[config.mk]
export PLATFORM = sky130hd
export DESIGN_NAME = inst_decoder
export DESIGN_NICKNAME = d
export VERILOG_FILES = /design/src/mmix_dec_pkg.sv /design/src/opcode_classifier.sv /design/src/operand_decoder.sv /design/src/register_target_decoder.sv /design/src/dispatch_stage.sv /design/src/inst_decoder.sv
export SDC_FILE = /design/constraint.sdc
export NUM_CORES = 1
export LEC_CHECK = 0
export ABC_CLOCK_PERIOD_IN_PS = 1200
export BUFFER_PORTS_ARGS = -buffer_cell sky130_fd_sc_hd__buf_2
export CELL_PAD_IN_SITES_DETAIL_PLACEMENT = 0
export CELL_PAD_IN_SITES_GLOBAL_PLACEMENT = 1
export CORE_AREA = 3 3 214 216
export CTS_BUF_LIST = sky130_fd_sc_hd__clkbuf_4 sky130_fd_sc_hd__clkbuf_8 sky130_fd_sc_hd__clkbuf_16
export CTS_CLUSTER_SIZE = 24
export DETAILED_ROUTE_END_ITERATION = 10
export DIE_AREA = 0 0 217 219
export PLACE_DENSITY = 0.83
export SYNTH_ARGS = -nofsm -noshare
export SYNTH_HDL_FRONTEND = slang
export SYNTH_SLANG_ARGS = --single-unit
[constraint.sdc]
create_clock -name clk -period 1.2 [get_ports clk]
set_input_delay 0.3 -clock clk [delete_from_list [all_inputs] [get_ports clk]]
set_output_delay 0.3 -clock clk [all_outputs]
set_load 0.02 [all_outputs]
[src/mmix_dec_pkg.sv]
////////////////////////////////////////////////////////////
// common definitions for the mmix dispatch decoder
// bus widths, operand spec record, internal opcodes and the
// per-opcode tables; decoder modules import this package
////////////////////////////////////////////////////////////

package mmix_dec_pkg;

	localparam int inst_w     = 32;
	localparam int addr_w     = 64;
	localparam int reg_w      = 8;	// register number, G and L
	localparam int ring_ptr_w = 62;	// width of O

	localparam int lring_mask = 255;	// local ring holds 256 registers

	// bit positions inside a flag_table entry
	localparam int flag_z_imm      = 0;	// Z is an immediate
	localparam int flag_z_reg      = 1;	// $Z is a source
	localparam int flag_y_imm      = 2;	// Y is an immediate
	localparam int flag_y_reg      = 3;	// $Y is a source
	localparam int flag_x_src      = 4;	// $X is a source
	localparam int flag_x_dest     = 5;	// $X is written
	localparam int flag_rel_addr   = 6;	// YZ or XYZ is a relative address
	localparam int flag_ctl_change = 7;	// fetch may be redirected here

	localparam logic [7:0] op_jmp     = 8'hf0;
	localparam logic [7:0] op_trap    = 8'h00;
	localparam logic [7:0] op_trip    = 8'hff;
	localparam logic [3:0] wyde_group = 4'he;	// SET/INC/OR/ANDN with wyde immediates

	typedef enum logic [1:0] {
		spec_none   = 2'd0,
		spec_global = 2'd1,	// g[addr]
		spec_local  = 2'd2	// l[addr], already wrapped on the ring
	} spec_kind_t;

	typedef struct packed {
		logic [addr_w-1:0] value;	// meaningful only when known
		logic              known;
		spec_kind_t        kind;
		logic [reg_w-1:0]  addr;
	} spec_t;

	localparam spec_t no_spec = '{value: '0, known: 1'b0, kind: spec_none, addr: '0};

	typedef enum logic [7:0] {
		noop, trap, trip,
		add, addu, sub, subu, cmp, cmpu,
		shl, shlu, shr, shru,
		br, ld, st, pst,
		or_, orn, nor_, xor_, and_, andn, nand_, nxor,
		set, jmp, pushj, put, pop, unsave, get
	} iop_t;

	// unsupported slots hold trap, the classifier overrides them anyway
	localparam iop_t iop_table [0:255] = '{
		trap, trap, trap, trap, trap, trap, trap, trap,	// 0x00
		trap, trap, trap, trap, trap, trap, trap, trap,
		trap, trap, trap, trap, trap, trap, trap, trap,
		trap, trap, trap, trap, trap, trap, trap, trap,
		add, add, addu, addu, sub, sub, subu, subu,	// 0x20
		trap, trap, trap, trap, trap, trap, trap, trap,
		cmp, cmp, cmpu, cmpu, sub, sub, subu, subu,	// NEG shares sub
		shl, shl, shlu, shlu, shr, shr, shru, shru,
		br, br, br, br, br, br, br, br,	// 0x40
		br, br, br, br, br, br, br, br,
		trap, trap, trap, trap, trap, trap, trap, trap,	// PB group
		trap, trap, trap, trap, trap, trap, trap, trap,
		trap, trap, trap, trap, trap, trap, trap, trap,	// CS/ZS group
		trap, trap, trap, trap, trap, trap, trap, trap,
		trap, trap, trap, trap, trap, trap, trap, trap,
		trap, trap, trap, trap, trap, trap, trap, trap,
		ld, ld, ld, ld, ld, ld, ld, ld,	// 0x80
		ld, ld, ld, ld, ld, ld, ld, ld,
		trap, trap, trap, trap, trap, trap, trap, trap,
		trap, trap, trap, trap, trap, trap, trap, trap,
		pst, pst, pst, pst, pst, pst, pst, pst,	// 0xa0, partial stores
		pst, pst, pst, pst, st, st, st, st,
		trap, trap, trap, trap, st, st, trap, trap,	// only STCO
		trap, trap, trap, trap, trap, trap, trap, trap,
		or_, or_, orn, orn, nor_, nor_, xor_, xor_,	// 0xc0
		and_, and_, andn, andn, nand_, nand_, nxor, nxor,
		trap, trap, trap, trap, trap, trap, trap, trap,
		trap, trap, trap, trap, trap, trap, trap, trap,
		set, set, set, set, addu, addu, addu, trap,	// 0xe0, INCL left out
		trap, trap, trap, trap, trap, trap, trap, trap,
		jmp, jmp, pushj, pushj, trap, trap, put, put,	// 0xf0
		pop, trap, trap, unsave, trap, trap, get, trip
	};

	// branches carry the control-change bit, they are predicted taken
	localparam logic [7:0] flag_table [0:255] = '{
		8'h8a, 8'h2a, 8'h2a, 8'h2a, 8'h2a, 8'h26, 8'h2a, 8'h26,	// TRAP row
		8'h26, 8'h25, 8'h26, 8'h25, 8'h26, 8'h25, 8'h26, 8'h25,
		8'h2a, 8'h2a, 8'h2a, 8'h2a, 8'h2a, 8'h26, 8'h2a, 8'h26,
		8'h2a, 8'h29, 8'h2a, 8'h29, 8'h2a, 8'h29, 8'h2a, 8'h29,
		8'h2a, 8'h29, 8'h2a, 8'h29, 8'h2a, 8'h29, 8'h2a, 8'h29,	// ADD row
		8'h2a, 8'h29, 8'h2a, 8'h29, 8'h2a, 8'h29, 8'h2a, 8'h29,
		8'h2a, 8'h29, 8'h2a, 8'h29, 8'h26, 8'h25, 8'h26, 8'h25,	// NEG has Y imm
		8'h2a, 8'h29, 8'h2a, 8'h29, 8'h2a, 8'h29, 8'h2a, 8'h29,
		8'hd0, 8'hd0, 8'hd0, 8'hd0, 8'hd0, 8'hd0, 8'hd0, 8'hd0,	// Bcc
		8'hd0, 8'hd0, 8'hd0, 8'hd0, 8'hd0, 8'hd0, 8'hd0, 8'hd0,
		8'h50, 8'h50, 8'h50, 8'h50, 8'h50, 8'h50, 8'h50, 8'h50,
		8'h50, 8'h50, 8'h50, 8'h50, 8'h50, 8'h50, 8'h50, 8'h50,
		8'h3a, 8'h39, 8'h3a, 8'h39, 8'h3a, 8'h39, 8'h3a, 8'h39,
		8'h3a, 8'h39, 8'h3a, 8'h39, 8'h3a, 8'h39, 8'h3a, 8'h39,
		8'h2a, 8'h29, 8'h2a, 8'h29, 8'h2a, 8'h29, 8'h2a, 8'h29,
		8'h2a, 8'h29, 8'h2a, 8'h29, 8'h2a, 8'h29, 8'h2a, 8'h29,
		8'h2a, 8'h29, 8'h2a, 8'h29, 8'h2a, 8'h29, 8'h2a, 8'h29,	// loads
		8'h2a, 8'h29, 8'h2a, 8'h29, 8'h2a, 8'h29, 8'h2a, 8'h29,
		8'h2a, 8'h29, 8'h2a, 8'h29, 8'h3a, 8'h39, 8'h2a, 8'h29,
		8'h2a, 8'h29, 8'h0a, 8'h09, 8'h0a, 8'h09, 8'haa, 8'ha9,
		8'h1a, 8'h19, 8'h1a, 8'h19, 8'h1a, 8'h19, 8'h1a, 8'h19,	// stores read $X
		8'h1a, 8'h19, 8'h1a, 8'h19, 8'h1a, 8'h19, 8'h1a, 8'h19,
		8'h1a, 8'h19, 8'h1a, 8'h19, 8'h0a, 8'h09, 8'h1a, 8'h19,
		8'h0a, 8'h09, 8'h0a, 8'h09, 8'h0a, 8'h09, 8'haa, 8'ha9,
		8'h2a, 8'h29, 8'h2a, 8'h29, 8'h2a, 8'h29, 8'h2a, 8'h29,	// logic ops
		8'h2a, 8'h29, 8'h2a, 8'h29, 8'h2a, 8'h29, 8'h2a, 8'h29,
		8'h2a, 8'h29, 8'h2a, 8'h29, 8'h2a, 8'h29, 8'h2a, 8'h29,
		8'h2a, 8'h29, 8'h2a, 8'h29, 8'h2a, 8'h29, 8'h2a, 8'h29,
		8'h20, 8'h20, 8'h20, 8'h20, 8'h30, 8'h30, 8'h30, 8'h30,	// SET/INC
		8'h30, 8'h30, 8'h30, 8'h30, 8'h30, 8'h30, 8'h30, 8'h30,
		8'hc0, 8'hc0, 8'he0, 8'he0, 8'h60, 8'h60, 8'h02, 8'h01,	// JMP row
		8'h80, 8'h80, 8'h00, 8'h02, 8'h01, 8'h00, 8'h20, 8'h8a
	};

	// index 0 is the msb, one byte per row of eight opcodes
	localparam logic [0:255] support_table = {
		8'b1000_0000, 8'b0000_0000, 8'b0000_0000, 8'b0000_0000,	// 0x00
		8'b1111_1111, 8'b0000_0000, 8'b1111_1111, 8'b1111_1111,	// 0x20
		8'b1111_1111, 8'b1111_1111, 8'b0000_0000, 8'b0000_0000,	// 0x40
		8'b0000_0000, 8'b0000_0000, 8'b0000_0000, 8'b0000_0000,	// 0x60
		8'b1111_1111, 8'b1111_1111, 8'b0000_0000, 8'b0000_0000,	// 0x80
		8'b1111_1111, 8'b1111_1111, 8'b0000_1100, 8'b0000_0000,	// 0xa0
		8'b1111_1111, 8'b1111_1111, 8'b0000_0000, 8'b0000_0000,	// 0xc0
		8'b1111_1110, 8'b0000_0000, 8'b1111_0011, 8'b1001_0011	// 0xe0
	};

	// known immediate operand
	function automatic spec_t imm_spec(input logic [addr_w-1:0] value);
		spec_t s;
		s       = no_spec;
		s.value = value;
		s.known = 1'b1;
		return s;
	endfunction

	// register number to g[] or to its slot on the local ring
	function automatic spec_t reg_spec(
		input logic [reg_w-1:0]      num,
		input logic [reg_w-1:0]      g_top,
		input logic [ring_ptr_w-1:0] o_base
	);
		spec_t                 s;
		logic [ring_ptr_w-1:0] ring;
		s      = no_spec;
		ring   = (o_base + ring_ptr_w'(num)) & ring_ptr_w'(lring_mask);
		s.kind = spec_local;
		s.addr = ring[reg_w-1:0];
		if (num >= g_top) begin
			s.kind = spec_global;
			s.addr = num;
		end
		return s;
	endfunction

	// between L and G, neither local nor global
	function automatic logic is_marginal(
		input logic [reg_w-1:0] num,
		input logic [reg_w-1:0] g_top,
		input logic [reg_w-1:0] l_size
	);
		return (num >= l_size) && (num < g_top);
	endfunction

endpackage

[src/opcode_classifier.sv]
////////////////////////////////////////////////////////////
// classifies the opcode of one instruction
// applies the support and TRIP gating, then splits the
// flag byte into the controls both decoders use
////////////////////////////////////////////////////////////
`timescale 1ns/10ps

module opcode_classifier (
	input  logic [mmix_dec_pkg::inst_w-1:0] inst,
	input  logic [mmix_dec_pkg::addr_w-1:0] loc,
	output mmix_dec_pkg::iop_t              iop,
	output logic                            y_imm,
	output logic                            y_reg,
	output logic                            z_imm,
	output logic                            z_reg,
	output logic                            x_src,
	output logic                            x_dest,
	output logic                            rel_addr,
	output logic                            ctl_flag
);

	import mmix_dec_pkg::*;

	logic [7:0] op;
	logic [7:0] flags;	// selected flag_table entry

	assign op = inst[inst_w-1:inst_w-8];

	always_comb begin
		if (!support_table[op]) begin
			// anything not implemented traps, with TRAP operands
			iop   = trap;
			flags = flag_table[op_trap];
		end else if ((op == op_trip) && loc[addr_w-1]) begin
			iop   = noop;	// TRIP in negative (kernel) space does nothing
			flags = 8'h00;
		end else begin
			iop   = iop_table[op];
			flags = flag_table[op];
		end
	end

	assign z_imm    = flags[flag_z_imm];
	assign z_reg    = flags[flag_z_reg];
	assign y_imm    = flags[flag_y_imm];
	assign y_reg    = flags[flag_y_reg];
	assign x_src    = flags[flag_x_src];
	assign x_dest   = flags[flag_x_dest];
	assign rel_addr = flags[flag_rel_addr];
	assign ctl_flag = flags[flag_ctl_change];	// qualified by iop in dispatch

endmodule

[src/operand_decoder.sv]
////////////////////////////////////////////////////////////
// builds the Y and Z operand specs of one instruction
// relative targets, wyde immediates, plain immediates and
// register operands mapped to g[] or the local ring
////////////////////////////////////////////////////////////
`timescale 1ns/10ps

module operand_decoder (
	input  logic [mmix_dec_pkg::inst_w-1:0]     inst,
	input  logic [mmix_dec_pkg::addr_w-1:0]     loc,
	input  logic [mmix_dec_pkg::reg_w-1:0]      g_top,
	input  logic [mmix_dec_pkg::reg_w-1:0]      l_size,
	input  logic [mmix_dec_pkg::ring_ptr_w-1:0] o_base,
	input  mmix_dec_pkg::iop_t                  iop,
	input  logic                                y_imm,
	input  logic                                y_reg,
	input  logic                                z_imm,
	input  logic                                z_reg,
	input  logic                                rel_addr,
	output mmix_dec_pkg::spec_t                 y_spec,
	output mmix_dec_pkg::spec_t                 z_spec
);

	import mmix_dec_pkg::*;

	logic [7:0]        op;
	logic [7:0]        xx;
	logic [7:0]        yy;
	logic [7:0]        zz;
	logic [15:0]       yz;
	logic              wyde;	// SET/INC/OR/ANDN style instruction
	logic [5:0]        wyde_shift;
	logic [addr_w-1:0] rel_disp;	// byte displacement, already signed

	assign {op, xx, yy, zz} = inst;
	assign yz = inst[15:0];

	// a trapped E-group opcode keeps the TRAP operand pattern
	assign wyde = (op[7:4] == wyde_group) && (iop != trap);

	// opcode bits 1:0 pick H, MH, ML, L -> 48, 32, 16, 0
	assign wyde_shift = {~op[1:0], 4'b0000};

	// op[0] is the backward bit, it fills the upper bits so the
	// field reads as field - 2^24 (or 2^16) words
	always_comb begin
		if (op[7:1] == op_jmp[7:1])
			rel_disp = {{38{op[0]}}, inst[23:0], 2'b00};	// JMP uses XYZ
		else
			rel_disp = {{46{op[0]}}, yz, 2'b00};	// branches, PUSHJ use YZ
	end

	always_comb begin
		y_spec = no_spec;
		z_spec = no_spec;
		if (rel_addr) begin
			y_spec = imm_spec(loc + addr_w'(4));	// return / fall-through address
			z_spec = imm_spec(loc + rel_disp);	// target
		end else begin
			if (wyde)
				z_spec = imm_spec(addr_w'(yz) << wyde_shift);
			else if (z_imm)
				z_spec = imm_spec(addr_w'(zz));
			else if (z_reg)
				z_spec = reg_spec(zz, g_top, o_base);

			if (wyde && (iop != set)) begin
				// INC/OR/ANDN read $X as the Y operand
				// a marginal $X has no live copy to read
				if (!is_marginal(xx, g_top, l_size))
					y_spec = reg_spec(xx, g_top, o_base);
			end else if (y_imm) begin
				y_spec = imm_spec(addr_w'(yy));
			end else if (y_reg) begin
				y_spec = reg_spec(yy, g_top, o_base);
			end
		end
	end

endmodule

[src/register_target_decoder.sv]
////////////////////////////////////////////////////////////
// renames the X destination and decodes $X as source B
// global above G, ring slot below L, marginal gets nothing
////////////////////////////////////////////////////////////
`timescale 1ns/10ps

module register_target_decoder (
	input  logic [mmix_dec_pkg::inst_w-1:0]     inst,
	input  logic [mmix_dec_pkg::reg_w-1:0]      g_top,
	input  logic [mmix_dec_pkg::reg_w-1:0]      l_size,
	input  logic [mmix_dec_pkg::ring_ptr_w-1:0] o_base,
	input  logic                                x_src,
	input  logic                                x_dest,
	output mmix_dec_pkg::spec_t                 x_spec,
	output logic                                ren_x,
	output mmix_dec_pkg::spec_t                 b_spec
);

	import mmix_dec_pkg::*;

	logic [reg_w-1:0] xx;
	logic             x_marginal;
	spec_t            x_map;	// $X as g[] or l[] address

	assign xx = inst[23:16];

	assign x_marginal = is_marginal(xx, g_top, l_size);
	assign x_map      = reg_spec(xx, g_top, o_base);

	// destination rename
	// the stack is not grown here, so a marginal X stays unrenamed
	always_comb begin
		x_spec = no_spec;
		ren_x  = 1'b0;
		if (x_dest && !x_marginal) begin
			x_spec = x_map;
			ren_x  = 1'b1;
		end
	end

	// stores and branches read $X through B
	always_comb begin
		if (x_src && !x_marginal)
			b_spec = x_map;
		else
			b_spec = no_spec;	// not a source, or marginal
	end

endmodule

[src/dispatch_stage.sv]
////////////////////////////////////////////////////////////
// output register of the decoder
// captures the decoded record on each strobe and raises
// the fetch redirect for jumps, branches and PUSHJ
////////////////////////////////////////////////////////////
`timescale 1ns/10ps

module dispatch_stage (
	input  logic                            clk,
	input  logic                            arst_n,
	input  logic                            inst_valid,
	input  mmix_dec_pkg::iop_t              iop,
	input  logic                            ctl_flag,
	input  mmix_dec_pkg::spec_t             y_spec,
	input  mmix_dec_pkg::spec_t             z_spec,
	input  mmix_dec_pkg::spec_t             x_spec,
	input  logic                            ren_x,
	input  mmix_dec_pkg::spec_t             b_spec,
	output logic                            dec_valid,
	output mmix_dec_pkg::iop_t              dec_iop,
	output mmix_dec_pkg::spec_t             dec_x,
	output logic                            dec_ren_x,
	output mmix_dec_pkg::spec_t             dec_b,
	output mmix_dec_pkg::spec_t             dec_y,
	output mmix_dec_pkg::spec_t             dec_z,
	output logic                            ctl_change,
	output logic [mmix_dec_pkg::addr_w-1:0] inst_ptr
);

	import mmix_dec_pkg::*;

	logic redirect;	// this instruction moves the fetch point

	// flag alone is not enough, TRAP and POP also carry it
	assign redirect = ctl_flag && (iop inside {jmp, br, pushj});

	// strobe-qualified control, cleared by reset
	always_ff @(posedge clk or negedge arst_n) begin
		if (!arst_n) begin
			dec_valid  <= 1'b0;
			ctl_change <= 1'b0;
		end else begin
			dec_valid  <= inst_valid;
			ctl_change <= inst_valid && redirect;
		end
	end

	// record fields, held between strobes
	always_ff @(posedge clk) begin
		if (inst_valid) begin
			dec_iop   <= iop;
			dec_x     <= x_spec;
			dec_ren_x <= ren_x;
			dec_b     <= b_spec;
			dec_y     <= y_spec;
			dec_z     <= z_spec;
			inst_ptr  <= redirect ? z_spec.value : '0;	// target sits in Z
		end
	end

endmodule

[src/inst_decoder.sv]
////////////////////////////////////////////////////////////
// mmix dispatch decoder, top level
// one instruction per strobe, decoded record one cycle later
////////////////////////////////////////////////////////////
`timescale 1ns/10ps

module inst_decoder (
	input  logic                                clk,
	input  logic                                arst_n,
	input  logic                                inst_valid,	// one-cycle strobe
	input  logic [mmix_dec_pkg::inst_w-1:0]     inst,
	input  logic [mmix_dec_pkg::addr_w-1:0]     loc,
	input  logic [mmix_dec_pkg::reg_w-1:0]      g_top,	// G
	input  logic [mmix_dec_pkg::reg_w-1:0]      l_size,	// L
	input  logic [mmix_dec_pkg::ring_ptr_w-1:0] o_base,	// O
	output logic                                dec_valid,
	output mmix_dec_pkg::iop_t                  dec_iop,
	output mmix_dec_pkg::spec_t                 dec_x,
	output logic                                dec_ren_x,
	output mmix_dec_pkg::spec_t                 dec_b,
	output mmix_dec_pkg::spec_t                 dec_y,
	output mmix_dec_pkg::spec_t                 dec_z,
	output logic                                ctl_change,
	output logic [mmix_dec_pkg::addr_w-1:0]     inst_ptr
);

	import mmix_dec_pkg::*;

	iop_t  iop;
	logic  y_imm, y_reg, z_imm, z_reg;
	logic  x_src, x_dest, rel_addr, ctl_flag;
	spec_t y_spec, z_spec;
	spec_t x_spec, b_spec;
	logic  ren_x;

	opcode_classifier u_classifier (
		.inst     (inst),
		.loc      (loc),
		.iop      (iop),
		.y_imm    (y_imm),
		.y_reg    (y_reg),
		.z_imm    (z_imm),
		.z_reg    (z_reg),
		.x_src    (x_src),
		.x_dest   (x_dest),
		.rel_addr (rel_addr),
		.ctl_flag (ctl_flag)
	);

	operand_decoder u_operands (
		.inst     (inst),
		.loc      (loc),
		.g_top    (g_top),
		.l_size   (l_size),
		.o_base   (o_base),
		.iop      (iop),
		.y_imm    (y_imm),
		.y_reg    (y_reg),
		.z_imm    (z_imm),
		.z_reg    (z_reg),
		.rel_addr (rel_addr),
		.y_spec   (y_spec),
		.z_spec   (z_spec)
	);

	register_target_decoder u_target (
		.inst   (inst),
		.g_top  (g_top),
		.l_size (l_size),
		.o_base (o_base),
		.x_src  (x_src),
		.x_dest (x_dest),
		.x_spec (x_spec),
		.ren_x  (ren_x),
		.b_spec (b_spec)
	);

	// the only sequential stage
	dispatch_stage u_dispatch (
		.clk        (clk),
		.arst_n     (arst_n),
		.inst_valid (inst_valid),
		.iop        (iop),
		.ctl_flag   (ctl_flag),
		.y_spec     (y_spec),
		.z_spec     (z_spec),
		.x_spec     (x_spec),
		.ren_x      (ren_x),
		.b_spec     (b_spec),
		.dec_valid  (dec_valid),
		.dec_iop    (dec_iop),
		.dec_x      (dec_x),
		.dec_ren_x  (dec_ren_x),
		.dec_b      (dec_b),
		.dec_y      (dec_y),
		.dec_z      (dec_z),
		.ctl_change (ctl_change),
		.inst_ptr   (inst_ptr)
	);

endmodule

==> flow_summary.json <==
{
  "tritoncts": "done",
  "crit_fanout": 8,
  "stdcell_count": 3358,
  "critPathMaxStageDelay_ns": 0.38,
  "drt-wirelength-per-cell_um": 21.6,
  "crit_path_cell_trace": "buf_8 > inv_6 > ha_4 > a31oi_4 > a41o_4 > ha_4 > a21oi_4 > o21ai_1 > a221o_1 > nand3b_1 > a211oi_4 > nor3_1 > or3_1 > xor2_1 > a22o_1",
  "synthArstFlopShare_pct": 0.826,
  "antenna_found_initial": 3,
  "ant_nets": 0,
  "clock-sinks": 242,
  "syn_to_final_growth_pct": 50.3,
  "place_hpwl_mm": 57.0,
  "numCtsBuffers": 27,
  "start_kind": "input port",
  "fin_nets": 3054,
  "cp_common_cell": "ha_4",
  "die_h_um": 219,
  "synth_area_leaders": "edfxtp_1, ha_1, buf_4",
  "power_density_nw_per_um2": 1080,
  "critical_path_class": "in2reg",
  "crit_family": "compound AO/OA/AOI/OAI gates",
  "die_area_um2": 47500,
  "finalSetupViolCount": 483,
  "grt_util_all_layers_pct": 29.1,
  "path_clk_slew_ns": 0.06,
  "drt_iter0_markers": 1425,
  "ys_seq_area_share_pct": 40.7,
  "cts_htree_levels": 1,
  "status": "finished, violations left",
  "ys_ff_latch": 242,
  "hp-class": "in2async",
  "syn_area_per_cell_um2": 9.65,
  "hold_violations": 0,
  "portBuffers": 364,
  "place_inst": 3248,
  "firstDrtPassIters": 8,
  "routabilityCongestion": 0.961,
  "dp_slack_ns": -2.60,
  "grt_max_degree": 40,
  "leakage_nw": 12.0,
  "clk_path_buf_depth": 3,
  "rows": 77,
  "seqPwrFrac_pct": 35.3,
  "grt_pass1_vias": 17400,
  "syn_inst": 1846,
  "overflow": 0,
  "power_mw": 29.0,
  "synth_edf_count": 240,
  "relSlewSlack_pct": 52.9,
  "endpoint_kind": "register",
  "tightest_slew_ns": 0.699,
  "drive_above_1_share_pct": 44.4,
  "cp.arrival_ns": 3.39,
  "final_area_um2": 26800,
  "yosys.area.top_type": "edfxtp_1",
  "yosysWarnings": 0,
  "synth_top_cell_area_share_pct": 40.5,
  "p_comb_share_pct": 34.7,
  "synth_cell_types": 94,
  "layout_setup_ws_ns": -1.86,
  "synth_ff_type": "edfxtp_1",
  "vias_per_cell": 5.32,
  "grt_pass1_wl_mm": 105,
  "cts-root-buf": "clkbuf_16",
  "slew_viol_final": 0,
  "post-route-period-util_pct": 255,
  "crit_path_top_delay_cell": "or3_1",
  "via_count": 17900,
  "switchingPower_mw": 9.71,
  "clkPwrFrac_pct": 30.1,
  "boundaryPins": 552,
  "cap_violations": 0,
  "n_antenna_cell": 0,
  "cp_num_buf_inv": 2,
  "fmax_mhz": 327,
  "violations": "negative setup slack",
  "die_w_um": 217,
  "syn_area_um2": 17800,
  "internal-power_mw": 19.3,
  "layout_common_cells": "buf_4, buf_2, edfxtp_1, nand2_1, nor2_1",
  "layout_commonest_cell": "buf_4",
  "start_util_pct": 40.4,
  "drc": 0,
  "ir_worst_vdd_mv": 0.968,
  "rsz0062_at_grt": "yes",
  "dpl_cell_area_um2": 23900,
  "period_minus_slack_ns": 3.06,
  "p_sw_share_pct": 33.5,
  "coreArea_um2": 44100,
  "routed_wl_mm": 72.7,
  "cp.required_ns": 1.53
}
final timing paths:
| kind | from | endpoint | slack, ns | depth (start not counted) |
|---|---|---|---|---|
| max | inst[26] | u_dispatch.dec_z[69]$_DFFE_PP_ | -1.86 | 15 |
| min | arst_n | u_dispatch.dec_valid$_DFF_PN0_ | 0.03 | 2 |
| max in group asynchronous | arst_n | u_dispatch.ctl_change$_DFF_PN0_ | 1.08 | 2 |
| min in group clk | loc[0] | u_dispatch.dec_y[11]$_DFFE_PP_ | 0.06 | 3 |
routing by layer:
metal	share of wire, %	up-vias	GRT usage [%]
li1	-	8241	-
met1	40	8678	37.4
met2	48	787	50.9
met3	7.2	138	3.68
met4	3.7	6	9.76
met5	0.073	-	0
registers in the layout, summed over array words and instances, names as in the netlist:
name	count
u_dispatch.dec_valid	1
u_dispatch.inst_ptr	64
u_dispatch.dec_b	10
u_dispatch.dec_z	75
u_dispatch.dec_x	10
u_dispatch.dec_y	75
u_dispatch.dec_iop	5
u_dispatch.dec_ren_x	1
u_dispatch.ctl_change	1
synth_stat cells, drive strengths merged, types with 22 or more instances:
cell type and number:
a21oi 135, buf 156, o21ai 110, clkbuf 47
nor3 25, nand2 178, or3 25, xnor2 52
inv 54, ha 128, xor2 71, a22o 32
and3 24, and2 25, nand4 22, nand2b 26
edfxtp 240, nor2b 41, a21o 46, nand3 43
nor2 169
power by group through the flow:
stage / Clock [mW] / Sequential, mW / Combinational, mW
2_1_floorplan: 0 / 11.2 / 4.09
3_3_place_gp: 0 / 10.4 / 8.79
3_5_place_dp: 0 / 10.4 / 8.88
4_1_cts: 8.84 / 10.2 / 9.64
5_1_grt: 9.14 / 10.3 / 10.7
6_report: 8.73 / 10.2 / 10.1
through the flow:
stage               util, %  TNS (ns)  hold WS [ns]
finish                 60.7   -370.20        0.0293
global route           60.7   -403.03        0.0231
CTS                    59.5   -354.92       0.00678
detailed placement     54.2   -521.44        0.0867
global placement       54.2   -516.50        0.0844
floorplan                 -   -423.36       0.00441
layout make-up:
| type | count | area (um^2) |
|---|---|---|
| fillers | 3779 | 17400 |
| multi-input cells | 1480 | 11000 |
| repair buffers | 939 | 6660 |
| clock buffers | 29 | 691 |
| flip-flops and latches | 242 | 7260 |
| well taps | 592 | 741 |
| inverters | 55 | 220 |
| clock inverters | 21 | 239 |
cell families after synthesis:
family                   Yosys count  synth area share (%)
adder cells (fa/ha/maj)          132                  9.44
AND/OR/NAND/NOR                  620                  17.5
buffers and inverters            258                  8.67
multiplexers                      10                 0.562
XOR/XNOR                         123                  6.05
AO/OA/AOI/OAI                    460                  17.0
other                              1                0.0211
flip-flops                       242                  40.7
timing repair:
item,CTS,global route
gates cloned,2,0
hold buffers,1,0
setup buffers,45,29
pin swaps,115,66
gates resized for setup,224,87
endpoints found under the setup margin,483,483
hold endpoints to repair,2,0
Power figures use the tool's default switching activity.
